===== src/hw/raybox_config.svh =====
`ifndef RAYBOX_CONFIG_SVH
`define RAYBOX_CONFIG_SVH

// Frame layout
`define CMD_BITS      4
`define PAYLOAD_BITS  74  // Longest payload is POV

// Command codes
`define CMD_SKY       0
`define CMD_FLOOR     1
`define CMD_LEAK      2
`define CMD_OTHER     3
`define CMD_VSHIFT    4
`define CMD_VINF      5
`define CMD_MAPD      6
`define CMD_POV       11  // Codes 7..10 and 12..15 are unused

// Payload lengths in bits
`define LEN_SKY       6
`define LEN_FLOOR     6
`define LEN_LEAK      6
`define LEN_OTHER     12  // X then Y
`define LEN_VSHIFT    6
`define LEN_VINF      1
`define LEN_MAPD      16  // dx, dy, dxw, dyw
`define LEN_POV       74  // 2 x 15 + 4 x 11

// Field widths
`define RGB_BITS      6   // 2 bits per channel
`define CELL_BITS     6
`define WALL_BITS     2
`define POS_INT       6   // Player position UQ6.9
`define POS_FRAC      9
`define DIR_INT       2   // Direction vectors SQ2.9
`define DIR_FRAC      9
`define FIX_INT       10  // Renderer format SQ10.10
`define FIX_FRAC      10

// Reset defaults
`define SKY_INIT      21  // 6'b01_01_01
`define FLOOR_INIT    42  // 6'b10_10_10
`define PLAYER_X_INIT 5888  // 11.5 with 9 fraction bits
`define PLAYER_Y_INIT 5376  // 10.5
`define FACING_X_INIT 368
`define FACING_Y_INIT (-355)
`define VPLANE_X_INIT 177
`define VPLANE_Y_INIT 184

`endif

===== src/hw/raybox_pkg.sv =====
`include "raybox_config.svh"

package raybox_pkg;

  // Colour, 2 bits each for R, G, B
  typedef logic [`RGB_BITS-1:0] rgb_t;

  // Map cell coordinate, also used for leak and V shift amounts
  typedef logic [`CELL_BITS-1:0] cell_t;

  typedef logic [`WALL_BITS-1:0] wall_id_t;  // Wall texture ID

  // SPI frame fields
  typedef logic [`CMD_BITS-1:0] cmd_t;
  typedef logic [`PAYLOAD_BITS-1:0] payload_t;

  // Player position, unsigned, range [0,64)
  typedef logic [`POS_INT+`POS_FRAC-1:0] pos_t;

  // Facing and view plane vectors, range [-2.0,+2.0)
  typedef logic signed [`DIR_INT+`DIR_FRAC-1:0] dir_t;

  // Vector format used by the renderer
  typedef logic signed [`FIX_INT+`FIX_FRAC-1:0] fix_t;

  // Receiver FSM
  typedef enum logic [1:0] {
    RX_IDLE,     // SS_n high
    RX_CMD,      // Shifting command bits
    RX_PAYLOAD,  // Shifting payload bits
    RX_STALL     // Frame complete, extra bits ignored
  } rx_state_t;

endpackage


===== src/hw/settings_if.sv =====
`timescale 1ns/10ps

// Waiting register bank, written by reg_stage and read by live_regs
interface settings_if;
  import raybox_pkg::*;

  rgb_t     sky, floor;
  cell_t    leak;
  cell_t    otherx, othery;   // Other map cell
  cell_t    vshift;           // Texture V addend
  logic     vinf;             // Infinite V
  cell_t    mapdx, mapdy;     // Dividing walls, 0 is none
  wall_id_t mapdxw, mapdyw;
  pos_t     player_x, player_y;
  dir_t     facing_x, facing_y;
  dir_t     vplane_x, vplane_y;

  modport stage (
    output sky, floor, leak, otherx, othery, vshift, vinf,
    output mapdx, mapdy, mapdxw, mapdyw,
    output player_x, player_y, facing_x, facing_y, vplane_x, vplane_y
  );

  modport live (
    input sky, floor, leak, otherx, othery, vshift, vinf,
    input mapdx, mapdy, mapdxw, mapdyw,
    input player_x, player_y, facing_x, facing_y, vplane_x, vplane_y
  );

endinterface


===== src/hw/spi_registers.sv =====
`timescale 1ns/10ps

module spi_registers (
  input  logic                 clk,
  input  logic                 reset,
  input  logic                 i_sclk,      // SPI from host
  input  logic                 i_ss_n,
  input  logic                 i_mosi,
  input  logic                 i_load_new,  // Waiting values may go live
  output raybox_pkg::rgb_t     o_sky,
  output raybox_pkg::rgb_t     o_floor,
  output raybox_pkg::cell_t    o_leak,
  output raybox_pkg::cell_t    o_otherx,
  output raybox_pkg::cell_t    o_othery,
  output raybox_pkg::cell_t    o_vshift,
  output logic                 o_vinf,
  output raybox_pkg::cell_t    o_mapdx,
  output raybox_pkg::cell_t    o_mapdy,
  output raybox_pkg::wall_id_t o_mapdxw,
  output raybox_pkg::wall_id_t o_mapdyw,
  output raybox_pkg::fix_t     o_player_x,
  output raybox_pkg::fix_t     o_player_y,
  output raybox_pkg::fix_t     o_facing_x,
  output raybox_pkg::fix_t     o_facing_y,
  output raybox_pkg::fix_t     o_vplane_x,
  output raybox_pkg::fix_t     o_vplane_y
);
  import raybox_pkg::*;

  logic     frame_done;
  cmd_t     cmd;
  payload_t payload;

  settings_if bank ();  // Waiting bank

  // Decode SPI frames
  spi_frame_rx u_rx (
    .clk          (clk),
    .reset        (reset),
    .i_sclk       (i_sclk),
    .i_ss_n       (i_ss_n),
    .i_mosi       (i_mosi),
    .o_frame_done (frame_done),
    .o_cmd        (cmd),
    .o_payload    (payload)
  );

  // Execute into the waiting bank
  reg_stage u_stage (
    .clk          (clk),
    .reset        (reset),
    .i_frame_done (frame_done),
    .i_cmd        (cmd),
    .i_payload    (payload),
    .bank         (bank.stage)
  );

  live_regs u_live (
    .clk        (clk),
    .reset      (reset),
    .i_load_new (i_load_new),
    .bank       (bank.live),
    .o_sky      (o_sky),
    .o_floor    (o_floor),
    .o_leak     (o_leak),
    .o_otherx   (o_otherx),
    .o_othery   (o_othery),
    .o_vshift   (o_vshift),
    .o_vinf     (o_vinf),
    .o_mapdx    (o_mapdx),
    .o_mapdy    (o_mapdy),
    .o_mapdxw   (o_mapdxw),
    .o_mapdyw   (o_mapdyw),
    .o_player_x (o_player_x),
    .o_player_y (o_player_y),
    .o_facing_x (o_facing_x),
    .o_facing_y (o_facing_y),
    .o_vplane_x (o_vplane_x),
    .o_vplane_y (o_vplane_y)
  );

endmodule


===== src/hw/live_regs.sv =====
`timescale 1ns/10ps
`include "raybox_config.svh"

module live_regs (
  input  logic                   clk,
  input  logic                   reset,
  input  logic                   i_load_new,  // Strobe from video timing
  settings_if.live               bank,        // Waiting values
  output raybox_pkg::rgb_t       o_sky,
  output raybox_pkg::rgb_t       o_floor,
  output raybox_pkg::cell_t      o_leak,
  output raybox_pkg::cell_t      o_otherx,
  output raybox_pkg::cell_t      o_othery,
  output raybox_pkg::cell_t      o_vshift,
  output logic                   o_vinf,
  output raybox_pkg::cell_t      o_mapdx,
  output raybox_pkg::cell_t      o_mapdy,
  output raybox_pkg::wall_id_t   o_mapdxw,
  output raybox_pkg::wall_id_t   o_mapdyw,
  output raybox_pkg::fix_t       o_player_x,  // Widened to SQ10.10
  output raybox_pkg::fix_t       o_player_y,
  output raybox_pkg::fix_t       o_facing_x,
  output raybox_pkg::fix_t       o_facing_y,
  output raybox_pkg::fix_t       o_vplane_x,
  output raybox_pkg::fix_t       o_vplane_y
);
  import raybox_pkg::*;

  // Live point of view, still in its packed form
  pos_t player_x_q, player_y_q;
  dir_t facing_x_q, facing_y_q;
  dir_t vplane_x_q, vplane_y_q;

  // Position is never negative, so zero pad both ends
  function automatic fix_t widen_pos(input pos_t p);
    return fix_t'({{(`FIX_INT-`POS_INT){1'b0}}, p, {(`FIX_FRAC-`POS_FRAC){1'b0}}});
  endfunction

  // Sign bit repeated above, one extra copy replaces the dropped integer bit
  function automatic fix_t widen_dir(input dir_t d);
    return fix_t'({{(`FIX_INT-`DIR_INT+1){d[`DIR_INT+`DIR_FRAC-1]}},
                   d[`DIR_INT+`DIR_FRAC-2:0],
                   {(`FIX_FRAC-`DIR_FRAC){1'b0}}});
  endfunction

  always_ff @(posedge clk) begin
    if (reset) begin
      o_sky      <= rgb_t'(`SKY_INIT);
      o_floor    <= rgb_t'(`FLOOR_INIT);
      o_leak     <= '0;
      o_otherx   <= '0;
      o_othery   <= '0;
      o_vshift   <= '0;
      o_vinf     <= 1'b0;
      o_mapdx    <= '0;
      o_mapdy    <= '0;
      o_mapdxw   <= '0;
      o_mapdyw   <= '0;
      player_x_q <= pos_t'(`PLAYER_X_INIT);  // Demo start position
      player_y_q <= pos_t'(`PLAYER_Y_INIT);
      facing_x_q <= dir_t'(`FACING_X_INIT);
      facing_y_q <= dir_t'(`FACING_Y_INIT);
      vplane_x_q <= dir_t'(`VPLANE_X_INIT);
      vplane_y_q <= dir_t'(`VPLANE_Y_INIT);
    end else if (i_load_new) begin
      // Whole bank goes live together
      o_sky      <= bank.sky;
      o_floor    <= bank.floor;
      o_leak     <= bank.leak;
      o_otherx   <= bank.otherx;
      o_othery   <= bank.othery;
      o_vshift   <= bank.vshift;
      o_vinf     <= bank.vinf;
      o_mapdx    <= bank.mapdx;
      o_mapdy    <= bank.mapdy;
      o_mapdxw   <= bank.mapdxw;
      o_mapdyw   <= bank.mapdyw;
      player_x_q <= bank.player_x;
      player_y_q <= bank.player_y;
      facing_x_q <= bank.facing_x;
      facing_y_q <= bank.facing_y;
      vplane_x_q <= bank.vplane_x;
      vplane_y_q <= bank.vplane_y;
    end
  end

  assign o_player_x = widen_pos(player_x_q);
  assign o_player_y = widen_pos(player_y_q);
  assign o_facing_x = widen_dir(facing_x_q);
  assign o_facing_y = widen_dir(facing_y_q);
  assign o_vplane_x = widen_dir(vplane_x_q);
  assign o_vplane_y = widen_dir(vplane_y_q);

endmodule


===== src/hw/reg_stage.sv =====
`timescale 1ns/10ps
`include "raybox_config.svh"

module reg_stage (
  input  logic                 clk,
  input  logic                 reset,
  input  logic                 i_frame_done,  // Frame complete, execute it
  input  raybox_pkg::cmd_t     i_cmd,
  input  raybox_pkg::payload_t i_payload,
  settings_if.stage            bank           // Waiting values
);
  import raybox_pkg::*;

  // Waiting bank lives in the interface signals, only this block writes it
  always_ff @(posedge clk) begin
    if (reset) begin
      // Same defaults as the live bank
      bank.sky      <= rgb_t'(`SKY_INIT);
      bank.floor    <= rgb_t'(`FLOOR_INIT);
      bank.leak     <= '0;
      bank.otherx   <= '0;
      bank.othery   <= '0;
      bank.vshift   <= '0;
      bank.vinf     <= 1'b0;
      bank.mapdx    <= '0;
      bank.mapdy    <= '0;
      bank.mapdxw   <= '0;
      bank.mapdyw   <= '0;
      bank.player_x <= pos_t'(`PLAYER_X_INIT);
      bank.player_y <= pos_t'(`PLAYER_Y_INIT);
      bank.facing_x <= dir_t'(`FACING_X_INIT);
      bank.facing_y <= dir_t'(`FACING_Y_INIT);
      bank.vplane_x <= dir_t'(`VPLANE_X_INIT);
      bank.vplane_y <= dir_t'(`VPLANE_Y_INIT);
    end else if (i_frame_done) begin
      // First bit sent lands in the MSB of each group
      case (i_cmd)
        `CMD_SKY:    bank.sky    <= i_payload[`LEN_SKY-1:0];
        `CMD_FLOOR:  bank.floor  <= i_payload[`LEN_FLOOR-1:0];
        `CMD_LEAK:   bank.leak   <= i_payload[`LEN_LEAK-1:0];
        `CMD_OTHER: begin
          {bank.otherx,
           bank.othery} <= i_payload[`LEN_OTHER-1:0];
        end
        `CMD_VSHIFT: bank.vshift <= i_payload[`LEN_VSHIFT-1:0];
        `CMD_VINF:   bank.vinf   <= i_payload[0];
        `CMD_MAPD: begin
          // Cells first, then their wall IDs
          {bank.mapdx,
           bank.mapdy,
           bank.mapdxw,
           bank.mapdyw} <= i_payload[`LEN_MAPD-1:0];
        end
        `CMD_POV: begin
          // Whole point of view in one go
          {bank.player_x,
           bank.player_y,
           bank.facing_x,
           bank.facing_y,
           bank.vplane_x,
           bank.vplane_y} <= i_payload[`LEN_POV-1:0];
        end
        default: ;  // Unused codes are ignored
      endcase
    end
  end

endmodule


===== src/hw/spi_frame_rx.sv =====
`timescale 1ns/10ps
`include "raybox_config.svh"

module spi_frame_rx (
  input  logic                 clk,
  input  logic                 reset,
  input  logic                 i_sclk,        // SPI pins, asynchronous to clk
  input  logic                 i_ss_n,
  input  logic                 i_mosi,
  output logic                 o_frame_done,  // One-cycle pulse
  output raybox_pkg::cmd_t     o_cmd,
  output raybox_pkg::payload_t o_payload      // Last bit received is bit 0
);
  import raybox_pkg::*;

  // Enough for command plus longest payload
  localparam int CNT_W = $clog2(`CMD_BITS + `PAYLOAD_BITS + 1);

  logic [2:0]       sclk_sync;   // Third stage for edge detect
  logic [1:0]       ss_n_pipe;
  logic [1:0]       mosi_pipe;
  logic             sclk_rise;
  logic             ss_n_sync;
  logic             mosi_bit;
  rx_state_t        state;
  logic [CNT_W-1:0] bit_cnt;     // Bits taken so far in this frame
  logic [CNT_W-1:0] frame_len;   // Command plus payload
  logic             frame_end;

  always_ff @(posedge clk) begin
    if (reset) begin
      sclk_sync <= '0;
      ss_n_pipe <= '1;           // Deselected
    end else begin
      sclk_sync <= {sclk_sync[1:0], i_sclk};
      ss_n_pipe <= {ss_n_pipe[0], i_ss_n};
    end
  end

  // Data pin only, lines up with the SCLK edge detect
  always_ff @(posedge clk) begin
    mosi_pipe <= {mosi_pipe[0], i_mosi};
  end

  assign sclk_rise = (sclk_sync[2:1] == 2'b01);
  assign ss_n_sync = ss_n_pipe[1];
  assign mosi_bit  = mosi_pipe[1];

  // Frame length from the received command
  always_comb begin
    case (o_cmd)
      `CMD_SKY:    frame_len = CNT_W'(`CMD_BITS + `LEN_SKY);
      `CMD_FLOOR:  frame_len = CNT_W'(`CMD_BITS + `LEN_FLOOR);
      `CMD_LEAK:   frame_len = CNT_W'(`CMD_BITS + `LEN_LEAK);
      `CMD_OTHER:  frame_len = CNT_W'(`CMD_BITS + `LEN_OTHER);
      `CMD_VSHIFT: frame_len = CNT_W'(`CMD_BITS + `LEN_VSHIFT);
      `CMD_MAPD:   frame_len = CNT_W'(`CMD_BITS + `LEN_MAPD);
      `CMD_POV:    frame_len = CNT_W'(`CMD_BITS + `LEN_POV);
      default:     frame_len = CNT_W'(`CMD_BITS + `LEN_VINF); // VINF and unused codes
    endcase
  end

  assign frame_end = (bit_cnt == frame_len - 1'b1);

  always_ff @(posedge clk) begin
    if (reset || ss_n_sync) begin  // Everything held clear while deselected
      state        <= RX_IDLE;
      bit_cnt      <= '0;
      o_cmd        <= '0;
      o_frame_done <= 1'b0;
    end else begin
      o_frame_done <= 1'b0;
      case (state)
        RX_IDLE, RX_CMD: begin
          state <= RX_CMD;
          if (sclk_rise) begin
            o_cmd   <= {o_cmd[`CMD_BITS-2:0], mosi_bit};  // MSB first
            bit_cnt <= bit_cnt + 1'b1;
            if (bit_cnt == CNT_W'(`CMD_BITS - 1))
              state <= RX_PAYLOAD;
          end
        end
        RX_PAYLOAD: begin
          if (sclk_rise) begin
            bit_cnt <= bit_cnt + 1'b1;
            if (frame_end) begin
              o_frame_done <= 1'b1;
              state        <= RX_STALL;
            end
          end
        end
        default: ;  // Stalled until SS_n goes high
      endcase
    end
  end

  // Payload shift, holds once stalled
  always_ff @(posedge clk) begin
    if (!ss_n_sync && state == RX_PAYLOAD && sclk_rise)
      o_payload <= {o_payload[`PAYLOAD_BITS-2:0], mosi_bit};
  end

endmodule


===== config.mk =====
export PLATFORM = sky130hd
export DESIGN_NAME = spi_registers
export DESIGN_NICKNAME = d
export VERILOG_FILES = /design/src/hw/raybox_pkg.sv /design/src/hw/settings_if.sv /design/src/hw/spi_registers.sv /design/src/hw/live_regs.sv /design/src/hw/reg_stage.sv /design/src/hw/spi_frame_rx.sv
export VERILOG_INCLUDE_DIRS = /design/src /design/src/hw
export SDC_FILE = /design/constraint.sdc
export NUM_CORES = 1
export LEC_CHECK = 0
export ABC_AREA = 1
export BUFFER_PORTS_ARGS = -buffer_cell sky130_fd_sc_hd__buf_4
export CORE_MARGIN = 10
export CORE_UTILIZATION = 56
export DETAILED_ROUTE_END_ITERATION = 8
export PLACE_DENSITY_LB_ADDON = 0.2
export SLEW_MARGIN = 20
export SYNTH_ARGS = -nofsm -noshare
export SYNTH_HDL_FRONTEND = slang
export SYNTH_SLANG_ARGS = --single-unit

===== constraint.sdc =====
create_clock -name clk -period 4.75 [get_ports clk]
set_input_delay 0.2375 -clock clk [delete_from_list [all_inputs] [get_ports clk]]
set_output_delay 0.2375 -clock clk [all_outputs]
set_load 0.02 [all_outputs]

## Word-level counts from Yosys, hierarchy flattened

Index checks and enable logic that the tools add are counted.

| cells by class | value |
|---|---|
| $add $sub $neg | 2 |
| eq/ne operators | 14 |
| multiplexer cells | 7 |
| bitwise gates (word level) | 2 |
| reduce and logical (&&, ||, !) cells | 22 |

Operators by type and width:

| cell | count |
|---|---|
| 7-bit one-hot mux with 4 select lines | 1 |
| 2-bit AND reduction | 10 |
| 4-bit by 3-bit equality test with 1-bit output (second input constant) | 3 |
| 4-bit by 2-bit equality test with 1-bit output (second input constant) | 2 |
| 2-bit two-way mux | 4 |
| 7-bit by 1-bit adder with 7-bit output (second input constant) | 1 |
| 7-bit by 2-bit equality test with 1-bit output (second input constant) | 1 |
| 7-bit equality test | 1 |
| 7-bit by 1-bit subtractor with 7-bit output (second input constant) | 1 |
| 3-bit OR reduction | 2 |
| 2-bit by 1-bit equality test with 1-bit output (second input constant) | 2 |
| 4-bit by 1-bit equality test with 1-bit output (second input constant) | 1 |
| 4-bit equality test (second input constant) | 1 |
| 4-bit zero test | 1 |
| 2-bit by 1-bit inequality test with 1-bit output (second input constant) | 2 |
| 2-bit one-hot mux with 2 select lines | 1 |
| 4-bit OR reduction | 1 |
| 3-bit AND reduction | 1 |
| 2-bit equality test (second input constant) | 1 |
| 1-bit logical AND | 2 |
| 2-bit zero test | 1 |
| 1-bit inverter | 2 |
| 2-bit nonzero test | 1 |
| 2-bit OR reduction | 1 |
| other kinds (3) | 3 |

| word-level totals | value |
|---|---|
| bits in registers | 349 |
| bits of input ports | 6 |
| output and inout bits | 173 |
| word-level logic and storage cells | 89 |

## Longest topological paths before layout

| depth | value |
|---|---|
| depth in word-level cells | 8 |
| gate-level depth with buffers | 12 |
| mapped depth without buffers | 11 |

## Cells and area by module

A second synthesis with hierarchy kept.

| second synthesis, totals | value |
|---|---|
| cells, all modules | 1719 |
| area, all modules | 13681.9 um^2 |

By module, submodules not included:

| module | instances | cells an instance | area an instance (um^2) | seq. area each (um^2) |
|---|---|---|---|---|
| live_regs | 1 | 788 | 5370.2 | 2542.4 |
| reg_stage | 1 | 721 | 5121.2 | 2542.4 |
| spi_frame_rx | 1 | 210 | 3190.6 | 2642.5 |

## Worst setup path after synthesis

No wires, ideal clock.

| timing | value |
|---|---|
| path type | reg2reg |
| start point | reg u_rx.state[1] |
| end point | reg u_rx.o_payload[0], enable pin |
| library setup time | 0.506 ns |
| arrival time | 3.697 ns |
| path slack | 0.546 ns |
| stages on the path, launching flop included | 5 |
| cells stage by stage | dfxtp_1 > inv_1 > nor2_1 > nand2_1 > nor2_1 |

| between the ends | value |
|---|---|
| longest elaborated chain between the ends | 3 |

Ends and longest elaborated chain:

| item | RTL line | RTL |
|---|---|---|
| from (decl) | spi_frame_rx.sv:25 | `rx_state_t state;` |
| from (signal assigned) | spi_frame_rx.sv:67 | `state <= RX_IDLE;` |
| from (signal assigned) | spi_frame_rx.sv:75 | `state <= RX_CMD;` |
| from (signal assigned) | spi_frame_rx.sv:80 | `state <= RX_PAYLOAD;` |
| 2-bit equality test | spi_frame_rx.sv:99 | `if (!ss_n_sync && state == RX_PAYLOAD && sclk_rise)` |
| 1-bit logical AND (2 in series) | spi_frame_rx.sv:99 |  |
| to (signal assigned) | spi_frame_rx.sv:100 | `` o_payload <= {o_payload[`PAYLOAD_BITS-2:0], mosi_bit}; `` |
| to (decl) | spi_frame_rx.sv:12 | `output raybox_pkg::payload_t o_payload` |

No other way between the ends.
A chain may end at the register's enable or synchronous reset.

## Final worst setup path

| timing | value |
|---|---|
| start point | reg u_rx.o_cmd[2] |
| end point | reg u_stage.bank.player_x[11] |

| between the ends | value |
|---|---|
| longest elaborated chain between the ends | 2 |

Ends and longest elaborated chain:

| item | RTL line | RTL |
|---|---|---|
| from (decl) | spi_frame_rx.sv:11 | `output raybox_pkg::cmd_t o_cmd,` |
| from (signal assigned) | spi_frame_rx.sv:77 | `` o_cmd <= {o_cmd[`CMD_BITS-2:0], mosi_bit}; `` |
| 4-bit equality test | reg_stage.sv:37 | `case (i_cmd)` |
| 2-bit AND reduction (no source line) | n/a |  |
| to (signal assigned) | reg_stage.sv:29 | `` bank.player_x <= pos_t'(`PLAYER_X_INIT); `` |
| to (decl) | settings_if.sv:21 | `output player_x, player_y, facing_x, facing_y, vplane_x, vplane_y` |

No other way between the ends.

==> metrics.txt <==
count of cells resized by post-cts repair 0; Most Crowded Layer GR met2; slowest CP cell inv_2; Worst-path clk slew 60 ps; antenna fix cells 0; Least-Margin Pin Slew approximately 1000 ps; Critical Path RT around 5200 ps; GR Util met2 0.317; sequential area share after synthesis 0.634; maximum buffer depth of the clock tree 3; Layout Cells excl Fill roughly 1700; Worst R2R Setup Slack 2550 ps; Clock Latency Late Sink ~510 ps; routed length per instance between 15 and 20 um; # clock sinks around 350; synthesized area about 12000 sq um; gpl congestion around 0.82; Hold Crit Class primary input to flip-flop; min Tclk post-route roughly 2200 ps; PD cells roughly 430 nW/um^2; DR iter-0 viols roughly 740; Crit. End Element flip-flop; Core ar. ~21000 sq um; FILL cells 1672; commonest non-fill, non-tap cells in the layout 275 x dfxtp_1, 222 x nor2_1, 199 x o21ai_0; Critical Path Max Stage Delay 720 ps; Via Count approximately 9000; Worst setup SP type flip-flop; die width 168 um; Synth area leaders dfxtp_1 45%, edfxtp_1 18%, o21ai_0 8.2%; skew final approximately 11 ps; Area Overhead vs Synth 17.6%; Ys Warns 0; fin nets about 1400; total track usage 0.191; Post-CTS Setup Inserts 0; CP Class flip-flop to flip-flop; RSZ-0062 raised after global routing false; worst vdd ir 0.258 mV; vias in the first global route just under 9000; largest net degree at the start of global routing around 140; maxcap violations 0; met3 Use GR 0.0449; crit path max fanout between 60 and 70; final setup TNS 0 ps; Routed WL roughly 28000 um; Total Power between 6 and 7 mW; CP Data Arrival Time around 2600 ps; status finished clean; final antenna-violating net count 0; dpl cells between 1500 and 2000; Mean Syn Cell Area around 9.2 sq um; Avg Vias per Cell 5.21; hold_buf cts 3; final hold violation count 0; CTS Buf Count 35; Port Buffers 164; initial antenna violation count 0; crit path to u_stage.bank.player_x[11]; final max-slew violation count 0; part of the cycle the worst path needs 0.462; dominant cell type by area after synthesis dfxtp_1; top cell type's share of synthesized area 0.452; Ports approximately 180; M1 GR Usage 0.243; CTS tree yes; reg-to-reg endpoint u_stage.bank.player_x[11]; initial core utilization 0.575; worst flop-to-flop path startpoint u_rx.o_cmd[2]; Die Area about 28000 sq um; first-pass GRT wire length 45200 um; Unique masters post-synth 25; hpwl dp 17700 um; crit path from u_rx.o_cmd[2]; GRT Residual Overflow 0; DR DRC count 0; Yosys reg bits about 350; most used cell along the critical path inv_2; Leak around 6 nW; floorplan row count 53; clk root buf clkbuf_16; final setup vio count 0; R2R cell count 7; drt pass-1 iters 5; slew margin rel. 0.311; Post-Synthesis Cells between 1000 and 1500; FMAX 455 MHz; most common cell after layout, fill and taps aside dfxtp_1; number of H-tree levels 2; height of the chip ~170 um; CP cell instances inv_2 -> nand4_4 -> nor2_4 -> inv_2 -> buf_4 -> o21ai_0 -> a21oi_1; share of cells above drive strength 1 0.166
through the flow:
stage,utilization,setup slack [ps],hold WS (ps),cell area (sq um)
3_3_place_gp,0.621,2610,325,13200
3_5_place_dp,0.621,2570,337,13200
6_report,0.676,2550,12.5,14300
2_1_floorplan,-,546,265,12200
4_1_cts,0.676,2570,1.50,14300
5_1_grt,0.676,2320,13.2,14300
sequential cells by signal, indices dropped and copies added, names as in the netlist, 7 cells and up:
name and cells:
u_live.player_y_q 15, u_live.vplane_y_q 11, u_stage.bank.player_y 15, u_live.player_x_q 15, u_stage.bank.player_x 15, u_live.facing_x_q 11
u_live.vplane_x_q 11, u_stage.bank.vplane_x 11, u_stage.bank.facing_y 11, u_stage.bank.facing_x 11, u_live.facing_y_q 11, u_stage.bank.vplane_y 11
u_rx.o_payload 74, u_rx.bit_cnt 7
report_power, final:
group	internal (mW)	switching, mW
Sequential	3.07	0.0335
Clock	1.59	1.11
Combinational	0.123	0.229
worst min path at each step:
stage | from | endpoint | slack (ps) | cells past startpoint
after floorplan | i_mosi | u_rx.mosi_pipe[0] | 270 | 0
after global placement | u_rx.mosi_pipe[0] | u_rx.mosi_pipe[1] | 320 | 0
after detailed placement | u_rx.mosi_pipe[0] | u_rx.mosi_pipe[1] | 340 | 0
after CTS | reset | u_stage.bank.sky[3] | 2 | 2
after global routing | reset | u_stage.bank.sky[1] | 10 | 2
final | reset | u_stage.bank.sky[3] | 10 | 2
critical path, delay by kind of cell (launching register included):
kind	cells	cell delay [ps]
AOI/OAI and AO/OA	2	260
DFF	1	390
buffers and inverters	3	1310
and+or+nand+nor	2	140
Yosys cell counts:
library cell,number
dfxtp_1,275
o21ai_0,199
nor3_2,1
nor4_1,1
edfxtp_1,74
a21oi_1,99
buf_6,4
buf_1,1
clkbuf_1,51
nor3_1,1
inv_1,71
nand3_1,77
nor2_2,2
or2_2,2
buf_4,49
conb_1,1
nand2_1,163
nand4_4,1
nor2_4,3
xor2_1,1
buf_2,20
nor2_1,223
nand4_1,3
ha_1,1
inv_2,5
layer usage:
metal / vias up / wire length, um
met5: - / 0
met4: 0 / 590
met3: 53 / 1830
met2: 255 / 13600
met1: 4203 / 12100
li1: 4498 / -
area by class of cell:
class	instances	area, sq um	area share
Sequential cell	349	7730	0.539
Timing Repair Buffer	174	1310	0.0916
Inverter	76	290	0.0202
Clock inverter	11	125	0.00873
Clock buffer	52	1010	0.0704
Tap cell	275	344	0.0240
Multi-Input combinational cell	791	3530	0.246
cells by family (layout without fill, tap and decap cells):
family	after synthesis	count (layout)	synth area share
AOI/OAI and AO/OA	298	298	0.122
buffers and inverters	201	313	0.0815
xor gates and xnor gates	1	1	0.000719
adders and majority gates	1	1	0.00103
and+or+nand+nor	477	477	0.160
other	1	14	0.000308
DFF	349	349	0.634
Note: power is estimated with default switching activity, not from simulation.
